===== config.mk =====
export PLATFORM = sky130hd
export DESIGN_NAME = merge_generator_top
export DESIGN_NICKNAME = d
export VERILOG_FILES = /design/src/common/merge_pkg.sv /design/src/merge_generator/merge_control.sv /design/src/merge_generator/merge_datapath.sv /design/src/merge_generator/merge_generator_top.sv /design/src/source/sync_fifo.sv
export SDC_FILE = /design/constraint.sdc
export NUM_CORES = 2
export LEC_CHECK = 0
export BUFFER_PORTS_ARGS = -buffer_cell sky130_fd_sc_hd__buf_2
export CAP_MARGIN = 15
export CORE_MARGIN = 3
export CORE_UTILIZATION = 58
export DETAILED_ROUTE_END_ITERATION = 7
export PLACE_DENSITY = 0.74
export SLEW_MARGIN = 40
export SYNTH_ARGS = -nofsm -noshare
export SYNTH_HDL_FRONTEND = slang
export SYNTH_SLANG_ARGS = --single-unit

===== constraint.sdc =====
create_clock -name ap_clk -period 10.1 [get_ports ap_clk]
set_input_delay 1.515 -clock ap_clk [delete_from_list [all_inputs] [get_ports ap_clk]]
set_output_delay 1.515 -clock ap_clk [all_outputs]
set_load 0.005 [all_outputs]

===== src/common/merge_pkg.sv =====
// ------------------------------
// Lane merge shared definitions
// Sizes, FIFO levels, state and mode enums
// Merged word with scalar and byte views
// ------------------------------

`default_nettype none

package merge_pkg;

    // ------------------------------
    // Sizes
    // ------------------------------
    localparam int LANE_COUNT = 4;
    localparam int DATA_W     = 32;
    localparam int BYTE_W     = 8;
    localparam int COUNT_W    = 16;

    // FIFO defaults, prog_full at half depth
    localparam int FIFO_DEPTH  = 16;
    localparam int PROG_THRESH = 8;

    // ------------------------------
    // Encodings
    // ------------------------------
    typedef enum logic {
        MERGE_SUM  = 1'b0,
        MERGE_PACK = 1'b1
    } merge_mode_t;

    typedef enum logic [2:0] {
        ST_IDLE        = 3'd0,
        ST_CONFIG_REQ  = 3'd1,
        ST_CONFIG_WAIT = 3'd2,
        ST_BUSY        = 3'd3,
        ST_PAUSE       = 3'd4,
        ST_DONE        = 3'd5
    } merge_state_t;

    // Sum mode fills the word, pack mode fills one byte per lane
    // Lane 0 sits in the least significant byte
    typedef union packed {
        logic [DATA_W-1:0]                  word;
        logic [LANE_COUNT-1:0][BYTE_W-1:0]  lane_byte;
    } merge_word_t;

endpackage : merge_pkg

`default_nettype wire


===== src/merge_generator/merge_control.sv =====
// ------------------------------
// Merge job FSM
// Remaining merge counter, drain delay
// Done level
// ------------------------------

`default_nettype none

module merge_control (
    input  logic                             ap_clk,
    input  logic                             areset_generator,
    input  logic                             start,
    input  logic                             config_valid,
    input  logic [merge_pkg::COUNT_W-1:0]    config_count,
    input  logic [merge_pkg::LANE_COUNT-1:0] lane_empty,
    input  logic                             out_prog_full,
    output logic                             config_request,
    output logic                             config_load,
    output logic                             merge_fire,
    output logic                             done
);
    import merge_pkg::*;

    merge_state_t       state;
    merge_state_t       state_next;
    logic [COUNT_W-1:0] remaining;
    logic               drain;
    logic               lanes_ready;
    logic               job_open;
    logic               zero_count;
    logic               last_fire;

    // ------------------------------
    // Decode
    // ------------------------------
    assign lanes_ready = ~|lane_empty;

    // A finished job accepts the next start once done is up
    assign job_open = start && ((state == ST_IDLE) || ((state == ST_DONE) && done));

    assign config_request = (state == ST_CONFIG_REQ);
    assign config_load    = (state == ST_CONFIG_WAIT) && config_valid;
    assign zero_count     = (config_count == '0);

    // Fire only with every lane holding a word and room downstream
    assign merge_fire = (state == ST_BUSY) && lanes_ready && !out_prog_full;
    assign last_fire  = merge_fire && (remaining == COUNT_W'(1));

    // ------------------------------
    // Next state
    // ------------------------------
    always_comb begin
        state_next = state;
        case (state)
            ST_IDLE, ST_DONE: begin
                if (job_open) begin
                    state_next = ST_CONFIG_REQ;
                end
            end
            ST_CONFIG_REQ: begin
                state_next = ST_CONFIG_WAIT;
            end
            ST_CONFIG_WAIT: begin
                if (config_load) begin
                    state_next = zero_count ? ST_DONE : ST_BUSY;
                end
            end
            ST_BUSY: begin
                if (last_fire) begin
                    state_next = ST_DONE;
                end else if (out_prog_full) begin
                    state_next = ST_PAUSE;
                end
            end
            ST_PAUSE: begin
                if (!out_prog_full) begin
                    state_next = ST_BUSY;
                end
            end
            default: begin
                state_next = ST_IDLE;
            end
        endcase
    end

    always_ff @(posedge ap_clk) begin
        if (areset_generator) begin
            state <= ST_IDLE;
        end else begin
            state <= state_next;
        end
    end

    // ------------------------------
    // Counter and done
    // ------------------------------
    always_ff @(posedge ap_clk) begin
        if (areset_generator) begin
            remaining <= '0;
        end else if (config_load) begin
            remaining <= config_count;
        end else if (merge_fire) begin
            remaining <= remaining - 1'b1;
        end
    end

    // Drain covers the datapath register, so done trails the
    // final word into the output FIFO
    always_ff @(posedge ap_clk) begin
        if (areset_generator) begin
            drain <= 1'b0;
            done  <= 1'b0;
        end else begin
            drain <= last_fire || (config_load && zero_count);
            if (job_open) begin
                done <= 1'b0;
            end else if (drain) begin
                done <= 1'b1;
            end
        end
    end

endmodule : merge_control

`default_nettype wire


===== src/merge_generator/merge_datapath.sv =====
// ------------------------------
// Merge datapath
// Job mode register
// Registered sum or byte pack of lane heads
// ------------------------------

`default_nettype none

module merge_datapath (
    input  logic                   ap_clk,
    input  logic                   areset_generator,
    input  logic                   config_load,
    input  merge_pkg::merge_mode_t config_mode,
    input  logic                   merge_fire,
    input  merge_pkg::merge_word_t lane_head [merge_pkg::LANE_COUNT],
    output logic                   merged_valid,
    output merge_pkg::merge_word_t merged_word
);
    import merge_pkg::*;

    merge_mode_t       mode_q;
    logic [DATA_W-1:0] lane_sum;

    // ------------------------------
    // Mode
    // ------------------------------
    always_ff @(posedge ap_clk) begin
        if (areset_generator) begin
            mode_q <= MERGE_SUM;
        end else if (config_load) begin
            mode_q <= config_mode;
        end
    end

    // Wraps modulo 2^32
    always_comb begin
        lane_sum = '0;
        for (int i = 0; i < LANE_COUNT; i++) begin
            lane_sum = lane_sum + lane_head[i].word;
        end
    end

    // ------------------------------
    // Merge register
    // ------------------------------
    always_ff @(posedge ap_clk) begin
        if (areset_generator) begin
            merged_valid <= 1'b0;
        end else begin
            merged_valid <= merge_fire;
        end
    end

    always_ff @(posedge ap_clk) begin
        if (merge_fire) begin
            if (mode_q == MERGE_SUM) begin
                merged_word.word <= lane_sum;
            end else begin
                // Low byte of each lane, lane 0 lowest
                for (int i = 0; i < LANE_COUNT; i++) begin
                    merged_word.lane_byte[i] <= lane_head[i].lane_byte[0];
                end
            end
        end
    end

endmodule : merge_datapath

`default_nettype wire


===== src/merge_generator/merge_generator_top.sv =====
// ------------------------------
// Lane merge generator top
// Lane FIFOs, control, datapath, output FIFO
// ------------------------------

`default_nettype none

module merge_generator_top (
    input  logic                             ap_clk,
    input  logic                             areset_generator,
    input  logic                             start,
    output logic                             config_request,
    input  logic                             config_valid,
    input  merge_pkg::merge_mode_t           config_mode,
    input  logic [merge_pkg::COUNT_W-1:0]    config_count,
    input  logic [merge_pkg::LANE_COUNT-1:0] lane_valid,
    input  logic [merge_pkg::DATA_W-1:0]     lane_data [merge_pkg::LANE_COUNT],
    output logic [merge_pkg::LANE_COUNT-1:0] lane_full,
    output logic                             out_valid,
    output logic [merge_pkg::DATA_W-1:0]     out_data,
    input  logic                             out_rd_en,
    output logic                             done
);
    import merge_pkg::*;

    merge_word_t           lane_head [LANE_COUNT];
    logic [LANE_COUNT-1:0] lane_empty;
    logic                  config_load;
    logic                  merge_fire;
    logic                  merged_valid;
    merge_word_t           merged_word;
    merge_word_t           out_head;
    logic                  out_empty;
    logic                  out_prog_full;

    // ------------------------------
    // Input lanes, all popped together by a merge
    // ------------------------------
    for (genvar g = 0; g < LANE_COUNT; g++) begin : gen_lane_fifo
        sync_fifo #(
            .DEPTH      (FIFO_DEPTH),
            .PROG_LEVEL (PROG_THRESH)
        ) u_lane_fifo (
            .ap_clk           (ap_clk),
            .areset_generator (areset_generator),
            .push             (lane_valid[g]),
            .push_data        (lane_data[g]),
            .pop              (merge_fire),
            .pop_data         (lane_head[g]),
            .empty            (lane_empty[g]),
            .full             (lane_full[g]),
            .prog_full        ()
        );
    end

    merge_control u_control (
        .ap_clk           (ap_clk),
        .areset_generator (areset_generator),
        .start            (start),
        .config_valid     (config_valid),
        .config_count     (config_count),
        .lane_empty       (lane_empty),
        .out_prog_full    (out_prog_full),
        .config_request   (config_request),
        .config_load      (config_load),
        .merge_fire       (merge_fire),
        .done             (done)
    );

    merge_datapath u_datapath (
        .ap_clk           (ap_clk),
        .areset_generator (areset_generator),
        .config_load      (config_load),
        .config_mode      (config_mode),
        .merge_fire       (merge_fire),
        .lane_head        (lane_head),
        .merged_valid     (merged_valid),
        .merged_word      (merged_word)
    );

    // ------------------------------
    // Output side
    // ------------------------------
    sync_fifo #(
        .DEPTH      (FIFO_DEPTH),
        .PROG_LEVEL (PROG_THRESH)
    ) u_out_fifo (
        .ap_clk           (ap_clk),
        .areset_generator (areset_generator),
        .push             (merged_valid),
        .push_data        (merged_word),
        .pop              (out_rd_en),
        .pop_data         (out_head),
        .empty            (out_empty),
        .full             (),
        .prog_full        (out_prog_full)
    );

    assign out_valid = !out_empty;
    assign out_data  = out_head.word;

endmodule : merge_generator_top

`default_nettype wire


===== src/source/sync_fifo.sv =====
// ------------------------------
// Synchronous first-word-fall-through FIFO
// Empty, full and programmable full flags
// ------------------------------

`default_nettype none

module sync_fifo #(
    parameter int DEPTH      = merge_pkg::FIFO_DEPTH,
    parameter int PROG_LEVEL = merge_pkg::PROG_THRESH
) (
    input  logic                   ap_clk,
    input  logic                   areset_generator,
    input  logic                   push,
    input  merge_pkg::merge_word_t push_data,
    input  logic                   pop,
    output merge_pkg::merge_word_t pop_data,
    output logic                   empty,
    output logic                   full,
    output logic                   prog_full
);
    import merge_pkg::*;

    localparam int PTR_W = (DEPTH > 1) ? $clog2(DEPTH) : 1;
    localparam int CNT_W = $clog2(DEPTH + 1);

    merge_word_t      mem [DEPTH];
    logic [PTR_W-1:0] wr_ptr;
    logic [PTR_W-1:0] rd_ptr;
    logic [CNT_W-1:0] fill;
    logic             push_ok;
    logic             pop_ok;

    // Wrap at DEPTH so non power of two depths work too
    function automatic logic [PTR_W-1:0] ptr_inc(input logic [PTR_W-1:0] ptr);
        return (ptr == PTR_W'(DEPTH - 1)) ? '0 : ptr + 1'b1;
    endfunction

    assign push_ok = push && !full;
    assign pop_ok  = pop && !empty;

    assign empty     = (fill == '0);
    assign full      = (fill == CNT_W'(DEPTH));
    assign prog_full = (fill >= CNT_W'(PROG_LEVEL));

    // Head word always on the read port
    assign pop_data = mem[rd_ptr];

    always_ff @(posedge ap_clk) begin
        if (push_ok) begin
            mem[wr_ptr] <= push_data;
        end
    end

    always_ff @(posedge ap_clk) begin
        if (areset_generator) begin
            wr_ptr <= '0;
            rd_ptr <= '0;
            fill   <= '0;
        end else begin
            if (push_ok) begin
                wr_ptr <= ptr_inc(wr_ptr);
            end
            if (pop_ok) begin
                rd_ptr <= ptr_inc(rd_ptr);
            end
            // Simultaneous push and pop keeps the level
            case ({push_ok, pop_ok})
                2'b10:   fill <= fill + 1'b1;
                2'b01:   fill <= fill - 1'b1;
                default: fill <= fill;
            endcase
        end
    end

endmodule : sync_fifo

`default_nettype wire


==> results.json <==
{
  "endpoint": "u_datapath.merged_word[31]",
  "ctsHoldBuffers": 0,
  "cp.depth": 17,
  "vias": 50670,
  "row_count": 156,
  "h-tree-depth": 5,
  "min_path_cells": 2,
  "portBuffers": 192,
  "cts_tree": "built",
  "grt_pass1_vias": 51880,
  "setup_ws_ns": 3.668,
  "grt_antenna_before_repair": 56,
  "drv_slew": 0,
  "ys.flop_type": "edfxtp_1",
  "synthesis.nets": 5145,
  "cts_resized": 0,
  "status": "complete, no violations",
  "synth_area_leader_cell": "edfxtp_1",
  "drcViolationCount": 0,
  "dpl.hpwl_mm": 138.3,
  "clock-root-buffer": "clkbuf_16",
  "tightestPinTransition_ns": 0.8452,
  "grt_usage": 0.2695,
  "arrival_ns": 7.04,
  "r2r-end": "u_datapath.merged_word[31]",
  "clkSinkCount": 2700,
  "yosysSeqAreaShare": 0.7531,
  "hold_path_class": "reg2reg",
  "layout-drive-gt1-share": 0.2956,
  "p_total_mw": 23.68,
  "io_pins": 193,
  "setup_viol": 0,
  "synth_cell_type_count": 69,
  "synth-async-reset-ratio": 0,
  "path_max_fanout": 60,
  "final_cells": 7814,
  "worst_slew_margin_rel": 0.4352,
  "syn_area_sq_um": 106200,
  "clkTransAtPathRegs_ns": 0.06,
  "ys_seq_elements": 2700,
  "grt_pass1_wl_mm": 361.8,
  "gr-total-overflow": 0,
  "die_h_microns": 434.0,
  "ys.warnings.count": 0,
  "nets": 5515,
  "postSynthAreaPerCell_sq_um": 21.92,
  "drtIter0Drc": 6426,
  "grt_max_degree": 93,
  "postCtsSetupBuffers": 0,
  "place_congestion": 0.8304,
  "rsz0062_at_grt": "false",
  "slowest_delay_ns": 0.60,
  "slowest_stage": "mux4_2",
  "routedWlPerCell_microns": 31.82,
  "crit_family": "adder cells",
  "clockBufferDepth": 4,
  "final.period_utilization": 0.6368,
  "maxCapViolCount": 0,
  "wirelength_mm": 248.7,
  "synth_area_leaders": "edfxtp_1 73%, mux4_2 17%, dfxtp_1 2.0%",
  "dieArea_sq_um": 188300,
  "r2r_setup_slack_ns": 3.67,
  "ant_nets": 0,
  "fmax_mhz": 155.5,
  "timing.final.hold_violations": 0,
  "routed_via_density": 6.485,
  "post-place-ws_ns": 3.445,
  "ir_worst_vdd_uv": 168.3,
  "end_kind": "flop",
  "path_class": "reg2reg",
  "crit_buf_inv": 4,
  "syn_inst": 4846,
  "powerDensity_nw_per_um2": 198.2,
  "r2r_cells": 17,
  "crit_path_start_kind": "flop",
  "dr.pass1.iters": 5,
  "synth_edf_count": 2592,
  "fin_tns_setup_ns": 0,
  "die_w_microns": 434.0,
  "cp_data_required_time_ns": 10.71,
  "cts-buffers-inserted": 283,
  "post-place-cells": 7298,
  "coreArea_sq_um": 181300,
  "initial_core_util": 0.5858,
  "critical_path.cell_chain": "buf_12 > buf_16 > mux4_2 > mux4_2 > inv_1 > fa_1 > fa_1 > inv_1 > ha_1 > nand2_1 > a2111oi_1 > nor4_1 > nor2_1 > a311oi_1 > o31ai_1 > xnor2_1 > mux2i_1",
  "syn2layout_area_growth_pct": 12.49,
  "clk_latency_ns": 0.91,
  "fin_worst_skew_ns": 0.04974,
  "post-synth-top-area-fraction": 0.7327,
  "p_leak_nw": 37.53,
  "min_period_ns": 6.432
}
==> where the power goes <==
part	leakage, nW	internal, mW	switching, mW
logic	9.08	0.560	0.985
clock network	4.17	5.63	4.06
registers	24.3	12.4	0.0551
total	37.5	18.6	5.09
==> per-stage QoR <==
stage	util	cell area, sq um	hold slack, ns
2_1_floorplan	-	106200	0.4477
3_3_place_gp	0.6105	110700	0.4453
3_5_place_dp	0.6112	110800	0.4582
4_1_cts	0.6582	119300	0.4663
5_1_grt	0.6588	119500	0.4916
6_report	0.6590	119500	0.4695
==> how the worst min path moves through the flow <==
| stage | start | endpoint | slack, ns |
|---|---|---|---|
| 2_1_floorplan | u_control.drain | u_control.done | 0.45 |
| 3_3_place_gp | u_datapath.mode_q | u_datapath.mode_q | 0.45 |
| 3_5_place_dp | u_datapath.mode_q | u_datapath.mode_q | 0.46 |
| 4_1_cts | u_datapath.mode_q | u_datapath.mode_q | 0.47 |
| 5_1_grt | u_datapath.mode_q | u_datapath.mode_q | 0.49 |
| 6_report | u_datapath.mode_q | u_datapath.mode_q | 0.47 |
==> layer usage <==
| metal | global-route usage | vias up | routed length [microns] | share of wire |
|---|---|---|---|---|
| li1 | - | 20720 | - | - |
| met1 | 0.3683 | 26700 | 91820 | 0.37 |
| met2 | 0.4370 | 2721 | 124800 | 0.50 |
| met3 | 0.05091 | 518 | 22020 | 0.089 |
| met4 | 0.1073 | 16 | 9878 | 0.040 |
| met5 | 0 | - | 110 | 0.00044 |
==> placed cells by master (no fill, tap or decap), types with 13 or more instances in the layout <==
master	n
bufinv_16	14
buf_2	191
nor3_2	16
nand2_1	119
clkinv_2	45
a21oi_1	99
and2_1	13
nor3_1	19
fa_1	67
xor2_1	37
edfxtp_1	2592
buf_4	105
or3_1	15
nand2b_1	17
xnor2_1	27
inv_1	236
nor2_4	60
clkinv_1	49
nand3_1	17
mux4_2	800
nor2_1	101
o21ai_0	52
clkbuf_16	289
clkbuf_1	65
ha_1	78
dfxtp_1	87
a21o_1	15
diode_2	31
==> state kept, by name, summed over array words and instances, names as in the netlist, named ones only <==
register and count:
u_control.remaining 16, u_datapath.merged_valid 1, gen_lane_fifo.u_lane_fifo.fill 20, u_datapath.merged_word 32
u_control.state 3, u_control.done 1, gen_lane_fifo.u_lane_fifo.mem 2048, u_out_fifo.fill 5
u_datapath.mode_q 1, gen_lane_fifo.u_lane_fifo.wr_ptr 16, u_out_fifo.mem 512, gen_lane_fifo.u_lane_fifo.rd_ptr 16
u_out_fifo.rd_ptr 4, u_out_fifo.wr_ptr 4, u_control.drain 1
==> cells in the mapped netlist, drive strengths merged, types with 3 or more instances <==
cell type,count
a211oi,6
a21o,15
a21oi,100
a221oi,5
a31oi,10
and2,13
buf,95
clkbuf,133
dfxtp,108
edfxtp,2592
fa,67
ha,78
inv,236
mux2,4
mux2i,5
mux4,800
nand2,119
nand2b,17
nand3,18
nand4,8
nor2,161
nor2b,6
nor3,39
nor3b,5
nor4,12
o211ai,4
o21a,6
o21ai,52
o21bai,5
o221ai,3
o311ai,4
o31ai,5
or2,3
or3,16
or4,5
xnor2,27
xor2,37
==> cells by family after synthesis <==
group	count (synthesis)	share of synthesized area
xor gates and xnor gates	64	0.005277
AOI/OAI and AO/OA	235	0.01335
adders and majority gates	145	0.02181
muxes	809	0.1705
DFF	2700	0.7531
and+or+nand+nor	428	0.01859
buffers and inverters	465	0.01741
==> area by class of cell <==
class	count	area, sq um
fillers	11100	61830
flip-flops and latches	2700	80050
repair buffers	313	2038
well taps	2370	2965
inverters	237	890.9
clock inverters	122	949.7
clock buffers	360	7559
multi-input cells	1681	24970
diodes	31	77.57
==> worst register-to-register path, delay by kind of cell, from the launching register on <==
kind	cells	cell delay, ns
AOI/OAI and AO/OA	3	1.12
xor gates and xnor gates	1	0.16
adders and majority gates	3	1.38
buffers and inverters	4	1.10
DFF	1	0.56
muxes	3	1.28
and+or+nand+nor	3	0.57
Note: power is estimated with default switching activity, not from simulation.
